$ cat src/bp_pkg.sv
package bp_pkg;

    // halfword program counter
    localparam int PC_W = 18;

    // global history bits folded into the table index
    localparam int HIST_W = 5;

    // pattern table geometry
    localparam int PHT_ENTRIES = 32;
    localparam int PHT_IDX_W   = 5;

    // return address stack
    localparam int RAS_DEPTH = 4;

    typedef logic [PC_W-1:0] pc_t;

    // correction code reported from execute
    typedef enum logic [1:0] {
        FIX_NONE      = 2'd0,
        FIX_NOT_TAKEN = 2'd1,
        FIX_TAKEN     = 2'd2,
        FIX_TARGET    = 2'd3
    } fix_e;

    // request from fetch, instruction kind already decoded into flags
    typedef struct packed {
        logic valid;
        pc_t  pc;
        pc_t  imm;
        logic compressed;
        logic is_jal;
        logic is_jalr;
        logic ras_push;
        logic ras_pop;
    } fetch_req_t;

    // prediction back to fetch
    typedef struct packed {
        logic taken;
        pc_t  target;
    } pred_t;

    // resolved outcome from execute
    typedef struct packed {
        logic taken;
        pc_t  target;
    } resolve_t;

    // shadow pipeline entry, hist is the snapshot used for the table index
    typedef struct packed {
        logic              valid;
        pc_t               pc;
        logic              compressed;
        logic              is_jump;
        logic              pred_taken;
        pc_t               pred_target;
        logic [HIST_W-1:0] hist;
    } stage_t;

endpackage

$ cat src/bp_global_history.sv
`timescale 1ns/100ps

module bp_global_history (
    input  logic                      clk_i,
    input  logic                      rst_i,
    input  logic                      spec_en_i,
    input  logic                      spec_bit_i,
    input  logic                      commit_en_i,
    input  logic                      commit_bit_i,
    input  logic                      repair_i,
    output logic [bp_pkg::HIST_W-1:0] spec_hist_o
);
    import bp_pkg::*;

    logic [HIST_W-1:0] spec_q;
    logic [HIST_W-1:0] commit_q;
    logic [HIST_W-1:0] commit_d;

    // committed value after this cycle's resolution
    always_comb begin
        commit_d = commit_q;
        if (commit_en_i) begin
            commit_d = {commit_q[HIST_W-2:0], commit_bit_i};
        end
    end

    always_ff @(posedge clk_i) begin
        if (rst_i) begin
            commit_q <= '0;
        end else begin
            commit_q <= commit_d;
        end
    end

    // speculative copy, shifted at prediction time
    always_ff @(posedge clk_i) begin
        if (rst_i) begin
            spec_q <= '0;
        end else if (repair_i) begin
            // wrong path shifts are thrown away
            spec_q <= commit_d;
        end else if (spec_en_i) begin
            spec_q <= {spec_q[HIST_W-2:0], spec_bit_i};
        end
    end

    assign spec_hist_o = spec_q;

endmodule

$ cat src/bp_pattern_table.sv
`timescale 1ns/100ps

module bp_pattern_table (
    input  logic                         clk_i,
    input  logic                         rst_i,
    input  logic [bp_pkg::PHT_IDX_W-1:0] rd_idx_i,
    output logic                         rd_taken_o,
    input  logic                         upd_en_i,
    input  logic [bp_pkg::PHT_IDX_W-1:0] upd_idx_i,
    input  logic                         upd_taken_i
);
    import bp_pkg::*;

    // two-bit saturating counters, upper bit is the direction
    logic [1:0] cnt_q [PHT_ENTRIES];
    logic [1:0] upd_cnt;

    assign rd_taken_o = cnt_q[rd_idx_i][1];

    assign upd_cnt = cnt_q[upd_idx_i];

    always_ff @(posedge clk_i) begin
        if (rst_i) begin
            for (int i = 0; i < PHT_ENTRIES; i++) begin
                cnt_q[i] <= 2'b00;
            end
        end else if (upd_en_i) begin
            // saturate at both ends
            if (upd_taken_i && upd_cnt != 2'b11) begin
                cnt_q[upd_idx_i] <= upd_cnt + 2'b01;
            end else if (!upd_taken_i && upd_cnt != 2'b00) begin
                cnt_q[upd_idx_i] <= upd_cnt - 2'b01;
            end
        end
    end

endmodule

$ cat src/bp_resolve_pipe.sv
`timescale 1ns/100ps

module bp_resolve_pipe (
    input  logic                         clk_i,
    input  logic                         rst_i,
    input  logic                         stall_i,
    input  bp_pkg::fetch_req_t           req_i,
    input  bp_pkg::pred_t                pred_i,
    input  logic [bp_pkg::HIST_W-1:0]    hist_i,
    input  bp_pkg::resolve_t             res_i,
    output bp_pkg::fix_e                 fix_o,
    output logic                         upd_en_o,
    output logic [bp_pkg::PHT_IDX_W-1:0] upd_idx_o,
    output logic                         upd_taken_o,
    output logic                         repair_o
);
    import bp_pkg::*;

    stage_t new_entry;
    stage_t dec_q;
    stage_t ex_q;
    fix_e   fix;
    logic   squash;

    // snapshot of the request as predicted this cycle
    always_comb begin
        new_entry             = '0;
        new_entry.valid       = req_i.valid;
        new_entry.pc          = req_i.pc;
        new_entry.compressed  = req_i.compressed;
        new_entry.is_jump     = req_i.is_jal | req_i.is_jalr;
        new_entry.pred_taken  = pred_i.taken;
        new_entry.pred_target = pred_i.target;
        new_entry.hist        = hist_i;
    end

    // compare execute entry with the resolved outcome
    always_comb begin
        fix = FIX_NONE;
        if (ex_q.valid) begin
            if (ex_q.pred_taken && !res_i.taken) begin
                fix = FIX_NOT_TAKEN;
            end else if (!ex_q.pred_taken && res_i.taken) begin
                fix = FIX_TAKEN;
            end else if (ex_q.pred_taken && ex_q.pred_target != res_i.target) begin
                fix = FIX_TARGET;
            end
        end
    end

    assign fix_o = fix;

    // updates land on the edge that retires the execute entry
    assign squash = (fix != FIX_NONE) && !stall_i;

    assign repair_o    = squash;
    assign upd_en_o    = ex_q.valid && !ex_q.is_jump && !stall_i;
    assign upd_idx_o   = ex_q.pc[PHT_IDX_W:1] ^ ex_q.hist;
    assign upd_taken_o = res_i.taken;

    always_ff @(posedge clk_i) begin
        if (rst_i) begin
            dec_q.valid <= 1'b0;
            ex_q.valid  <= 1'b0;
        end else if (!stall_i) begin
            dec_q <= new_entry;
            ex_q  <= dec_q;
            // both younger slots are on the wrong path
            if (squash) begin
                dec_q.valid <= 1'b0;
                ex_q.valid  <= 1'b0;
            end
        end
    end

endmodule

$ cat src/bp_return_stack.sv
`timescale 1ns/100ps

module bp_return_stack (
    input  logic        clk_i,
    input  logic        rst_i,
    input  logic        en_i,
    input  logic        push_i,
    input  logic        pop_i,
    input  bp_pkg::pc_t push_addr_i,
    output bp_pkg::pc_t top_o
);
    import bp_pkg::*;

    // entry 0 is the top
    pc_t stack_q [RAS_DEPTH];

    assign top_o = stack_q[0];

    always_ff @(posedge clk_i) begin
        if (rst_i) begin
            for (int i = 0; i < RAS_DEPTH; i++) begin
                stack_q[i] <= '0;
            end
        end else if (en_i) begin
            if (push_i && pop_i) begin
                // return followed by call, top is replaced
                stack_q[0] <= push_addr_i;
            end else if (push_i) begin
                // oldest entry falls off the bottom
                for (int i = RAS_DEPTH - 1; i > 0; i--) begin
                    stack_q[i] <= stack_q[i-1];
                end
                stack_q[0] <= push_addr_i;
            end else if (pop_i) begin
                for (int i = 0; i < RAS_DEPTH - 1; i++) begin
                    stack_q[i] <= stack_q[i+1];
                end
                stack_q[RAS_DEPTH-1] <= '0;
            end
        end
    end

endmodule

$ cat src/branch_predictor.sv
`timescale 1ns/100ps

module branch_predictor (
    input  logic               clk_i,
    input  logic               rst_i,
    input  logic               stall_i,
    input  bp_pkg::fetch_req_t req_i,
    input  bp_pkg::resolve_t   res_i,
    output bp_pkg::pred_t      pred_o,
    output bp_pkg::fix_e       fix_o
);
    import bp_pkg::*;

    logic [PHT_IDX_W-1:0] rd_idx;
    logic [HIST_W-1:0]    spec_hist;
    logic                 pht_taken;
    logic                 is_jump;
    logic                 spec_valid;
    pc_t                  ret_addr;
    pc_t                  ras_top;
    pred_t                pred;

    logic                 upd_en;
    logic [PHT_IDX_W-1:0] upd_idx;
    logic                 upd_taken;
    logic                 repair;

    // gshare hash
    assign rd_idx = req_i.pc[PHT_IDX_W:1] ^ spec_hist;

    assign is_jump = req_i.is_jal | req_i.is_jalr;

    // halfword units
    assign ret_addr = req_i.pc + (req_i.compressed ? pc_t'(1) : pc_t'(2));

    always_comb begin
        pred.taken  = is_jump ? 1'b1 : pht_taken;
        pred.target = req_i.ras_pop ? ras_top : req_i.pc + req_i.imm;
    end

    assign pred_o = pred;

    // incoming request is dropped when execute repairs
    assign spec_valid = req_i.valid && !stall_i && !repair;

    bp_pattern_table u_pattern_table (
        .clk_i      (clk_i),
        .rst_i      (rst_i),
        .rd_idx_i   (rd_idx),
        .rd_taken_o (pht_taken),
        .upd_en_i   (upd_en),
        .upd_idx_i  (upd_idx),
        .upd_taken_i(upd_taken)
    );

    bp_return_stack u_return_stack (
        .clk_i      (clk_i),
        .rst_i      (rst_i),
        .en_i       (spec_valid),
        .push_i     (req_i.ras_push),
        .pop_i      (req_i.ras_pop),
        .push_addr_i(ret_addr),
        .top_o      (ras_top)
    );

    bp_global_history u_global_history (
        .clk_i       (clk_i),
        .rst_i       (rst_i),
        .spec_en_i   (spec_valid && !is_jump),
        .spec_bit_i  (pht_taken),
        .commit_en_i (upd_en),
        .commit_bit_i(upd_taken),
        .repair_i    (repair),
        .spec_hist_o (spec_hist)
    );

    bp_resolve_pipe u_resolve_pipe (
        .clk_i      (clk_i),
        .rst_i      (rst_i),
        .stall_i    (stall_i),
        .req_i      (req_i),
        .pred_i     (pred),
        .hist_i     (spec_hist),
        .res_i      (res_i),
        .fix_o      (fix_o),
        .upd_en_o   (upd_en),
        .upd_idx_o  (upd_idx),
        .upd_taken_o(upd_taken),
        .repair_o   (repair)
    );

endmodule

$ cat config.mk
export PLATFORM = sky130hd
export DESIGN_NAME = branch_predictor
export DESIGN_NICKNAME = d
export VERILOG_FILES = /design/src/bp_pkg.sv /design/src/bp_global_history.sv /design/src/bp_pattern_table.sv /design/src/bp_resolve_pipe.sv /design/src/bp_return_stack.sv /design/src/branch_predictor.sv
export SDC_FILE = /design/constraint.sdc
export NUM_CORES = 1
export LEC_CHECK = 0
export BUFFER_PORTS_ARGS = -buffer_cell sky130_fd_sc_hd__buf_2
export CAP_MARGIN = 10
export CORE_AREA = 2 2 135 170
export DETAILED_ROUTE_END_ITERATION = 8
export DIE_AREA = 0 0 137 172
export GPL_TIMING_DRIVEN = 0
export PLACE_DENSITY = 0.77
export SLEW_MARGIN = 25
export SYNTH_ARGS = -nofsm -noshare
export SYNTH_HDL_FRONTEND = slang
export SYNTH_SLANG_ARGS = --single-unit
$ cat constraint.sdc
create_clock -name clk_i -period 6.2 [get_ports clk_i]
set_input_delay 0.62 -clock clk_i [delete_from_list [all_inputs] [get_ports clk_i]]
set_output_delay 0.62 -clock clk_i [all_outputs]
set_load 0.1 [all_outputs]
==> metrics.yaml <==
synthesis:
  synth_enable_flop_cells: 178
  syn-mean-instance-area_um2: 11.5
  post_synth_instance_area_mm2: 0.0115
  synthArstFlopShare: 0
  synth_cells: 1004
  ys.flop_type: "sky130_fd_sc_hd__edfxtp_1"
  synth-warning-count: 0
  synth.area.top_cells: "sky130_fd_sc_hd__edfxtp_1 46%, sky130_fd_sc_hd__dfxtp_1 5.2%, sky130_fd_sc_hd__a22o_1 4.1%, sky130_fd_sc_hd__a2111oi_2 3.4%, sky130_fd_sc_hd__nand2_1 3.3%"
  yosys.cell_types.count: 63
  yosysTopAreaCellShare: 0.464
  post-synth-top-area-cell: "sky130_fd_sc_hd__edfxtp_1"
  synth-seq-area-share: 0.516
  syn_nets: 1089
  postSynthRegisterBits: 208
clock_tree:
  cts-resized-gates: 0
  cts_hold_buf: 0
  cts_tree: "yes"
  cts_setup_buffers: 0
  tritoncts_num_sinks: 208
  ctsRootBufferMaster: "sky130_fd_sc_hd__clkbuf_16"
  clock_insertion_delay_worst_skew_ns: 0.52
  cts_max_level: 1
  cts_buffers: 22
  cts.path.max_buffers: 3
  clkSlewWorstSetupHoldPaths_ns: 0.06
sta:
  report.final.hold_viol_count: 0
  fin_crit_ns: 4.35
  fin_tns_setup_ns: 0
  clock.fmax_mhz: 230
  final-setup-viol-count: 0
  final_min_period_over_clock_period: 0.701
  hold_slack_final_ns: 0.358
  setup_repair_after_global_routing_missed_its_margin: "false"
  final.setup_skew_ns: 0.0228
  timing.slew.headroom: 0.288
  final.setup.worst_slack_ns: 1.85
  timing_max_transition_violations_final: 0
  tightest_slew_ns: 1.06
die:
  ios: 85
  die-height_um: 172
  start_util: 0.524
  die-width_um: 137
  die-area_mm2: 0.0236
  placementRows: 61
  core_mm2: 0.0220
finish:
  synthToLayoutAreaGrowth_pct: 14.5
  nNetsFinal: 1200
  fraction_of_final_layout_cells_with_drive_strength_greater_than_1: 0.177
  post-route-cell-area_mm2: 0.0132
  n_antenna_cell: 0
  finalNonFillerCells: 1414
  final_core_utilization: 0.600
critical_path:
  critical_path.top_delay_family: "compound AO/OA/AOI/OAI gates"
  cp.buffers_inverters: 2
  arrival_time_reported_for_the_critical_path_endpoint_ns: 4.48
  crit_chain: "xnor2_1, buf_2, mux2i_1, o22ai_1, nor4_1, o21a_1, nor2_1, clkbuf_1, o311ai_0"
  cp_startpoint_kind: "flop"
  path_max_fanout: 10
  crit_path_top_delay_cell: "sky130_fd_sc_hd__nor4_1"
  cp.required_ns: 6.34
  slowest_delay_ns: 0.82
  critical_path.endpoint_type: "flop"
  critical_path_class: "flop to flop"
pwr:
  cell_internal_pwr_mw: 2.57
  power.static_leakage_nw: 4.49
  switching_power_mw: 1.08
  peakVddDrop_mv: 0.221
  pwr_total_mw: 3.65
  pwr_density_cell_mw_per_mm2: 277
  p_clk_frac: 0.377
  power.share.sequential: 0.442
  share_comb_of_total_power: 0.181
  sw_frac_of_total: 0.297
global_route:
  grt.overflow.total: 0
  vias_in_the_first_global_route: 9218
  grt_max_degree: 25
  overall_fraction_of_global_route_tracks_in_use: 0.307
  antenna_found_initial: 0
  grt_first_pass_wirelength_mm: 53.6
placement:
  routability_congestion: 1.01
  post_dp_cell_area_mm2: 0.0124
  place.detailed.instances: 1374
  dpl.hpwl_mm: 26.3
  placement.setup.worst_slack_ns: 1.83
  place.port_buffers: 82
run_status:
  status: "complete, no violations"
routing:
  first_pass_iters: 5
  wire_per_inst_um: 25.5
  viasPerCell: 6.75
  route.detailed.drc: 0
  drt_wl_total_mm: 36.0
  antenna_violation_net_count_after_detailed_routing: 0
  detail_route.iter0.violations: 1087
  dr_total_vias: 9542
min_path:
  hold_path.class: "primary input to flop"
run:
  max_cap_viol: 0
==> power by group through the flow <==
stage               sequential [mW]  combinational [mW]  clock, mW
floorplan                      1.63               0.449          0
global placement               1.64               0.625          0
detailed placement             1.64               0.641          0
CTS                            1.61               0.645       1.38
global route                   1.62               0.692       1.44
finish                         1.61               0.661       1.38
==> metal layers <==
layer  routed length, um  vias up  global-route usage
met4                1800        0               0.135
met2               17600      557               0.523
met5                   0        -                   0
met3                3220      114              0.0475
met1               13400     4662               0.385
li1                    -     4209                   -
==> cells in the final DEF (no fill, tap or decap), types with 10 or more instances in the layout <==
cell	netlist	layout
sky130_fd_sc_hd__nor3_1	34	33
sky130_fd_sc_hd__a211oi_1	38	38
sky130_fd_sc_hd__a22o_1	54	54
sky130_fd_sc_hd__xor2_1	31	30
sky130_fd_sc_hd__nand3_1	25	25
sky130_fd_sc_hd__a21oi_1	45	45
sky130_fd_sc_hd__o311ai_0	22	22
sky130_fd_sc_hd__a2111oi_2	26	26
sky130_fd_sc_hd__a21o_1	10	10
sky130_fd_sc_hd__nand2_1	100	99
sky130_fd_sc_hd__mux2i_1	25	25
sky130_fd_sc_hd__nor3b_1	21	21
sky130_fd_sc_hd__nor2_1	28	27
sky130_fd_sc_hd__xnor2_1	25	24
sky130_fd_sc_hd__o21ai_0	47	47
sky130_fd_sc_hd__o311ai_1	10	10
sky130_fd_sc_hd__inv_1	18	18
sky130_fd_sc_hd__clkbuf_1	58	59
sky130_fd_sc_hd__dfxtp_1	30	30
sky130_fd_sc_hd__ha_1	19	19
sky130_fd_sc_hd__clkbuf_16	0	23
sky130_fd_sc_hd__a31oi_1	19	19
sky130_fd_sc_hd__mux4_2	11	11
sky130_fd_sc_hd__buf_2	13	96
sky130_fd_sc_hd__edfxtp_1	178	178
==> sequential cells by signal, summed over array words and instances, names as in the netlist <==
name,count
u_resolve_pipe.ex_q,31
u_resolve_pipe.dec_q,31
u_global_history.commit_q,5
u_pattern_table.cnt_q,64
u_global_history.spec_hist_o,5
u_return_stack.stack_q,72
==> cells by family after synthesis <==
group,share of synthesized area
xor gates and xnor gates,0.0440
adders and majority gates,0.0241
muxes,0.0510
and+or+nand+nor,0.109
DFF,0.516
buffers and inverters,0.0382
AOI/OAI and AO/OA,0.218
==> layout make-up <==
class,instances,area [um^2]
sequential,208,5950
timing repair buffer,87,509
clock buffer,25,593
inverter,18,67.6
fill,1761,8780
clock inverter,15,170
tap,283,354
buffer,83,373
multi-input combinational,695,5180
==> Yosys cell counts, types with 5 or more instances <==
master,count
sky130_fd_sc_hd__a31oi_1,19
sky130_fd_sc_hd__edfxtp_1,178
sky130_fd_sc_hd__nand3b_1,5
sky130_fd_sc_hd__buf_6,6
sky130_fd_sc_hd__nor3_1,34
sky130_fd_sc_hd__o21a_1,5
sky130_fd_sc_hd__buf_2,13
sky130_fd_sc_hd__mux4_2,11
sky130_fd_sc_hd__buf_1,6
sky130_fd_sc_hd__o21ai_1,5
sky130_fd_sc_hd__nor3b_1,21
sky130_fd_sc_hd__o2111ai_1,8
sky130_fd_sc_hd__dfxtp_1,30
sky130_fd_sc_hd__o21ai_0,47
sky130_fd_sc_hd__clkbuf_1,58
sky130_fd_sc_hd__a21o_1,10
sky130_fd_sc_hd__o311ai_1,10
sky130_fd_sc_hd__ha_1,19
sky130_fd_sc_hd__inv_1,18
sky130_fd_sc_hd__nor2_1,28
sky130_fd_sc_hd__and3_1,6
sky130_fd_sc_hd__a2111oi_2,26
sky130_fd_sc_hd__a211oi_1,38
sky130_fd_sc_hd__xnor2_1,25
sky130_fd_sc_hd__nor4_1,8
sky130_fd_sc_hd__xor2_1,31
sky130_fd_sc_hd__mux2i_1,25
sky130_fd_sc_hd__a21oi_1,45
sky130_fd_sc_hd__o311ai_0,22
sky130_fd_sc_hd__or3_1,5
sky130_fd_sc_hd__nand2_1,100
sky130_fd_sc_hd__a22o_1,54
sky130_fd_sc_hd__o22ai_1,8
sky130_fd_sc_hd__nand3_1,25
==> final timing paths <==
kind / slack [ns] / to / cells past startpoint / startpoint
hold / removal: 0.36 / u_resolve_pipe.dec_q[28]$_DFFE_PP_ / 1 / req_i[25]
hold reg to reg: 0.42 / u_resolve_pipe.ex_q[20]$_DFFE_PP_ / 0 / u_resolve_pipe.dec_q[20]$_DFFE_PP_
setup reg to reg: 1.85 / u_pattern_table.cnt_q[15][1]$_SDFFCE_PN0P_ / 9 / u_resolve_pipe.ex_q[0]$_DFFE_PP_
setup / recovery: 1.85 / u_pattern_table.cnt_q[15][1]$_SDFFCE_PN0P_ / 9 / u_resolve_pipe.ex_q[0]$_DFFE_PP_
No activity file was read; power rests on OpenSTA's default activity.
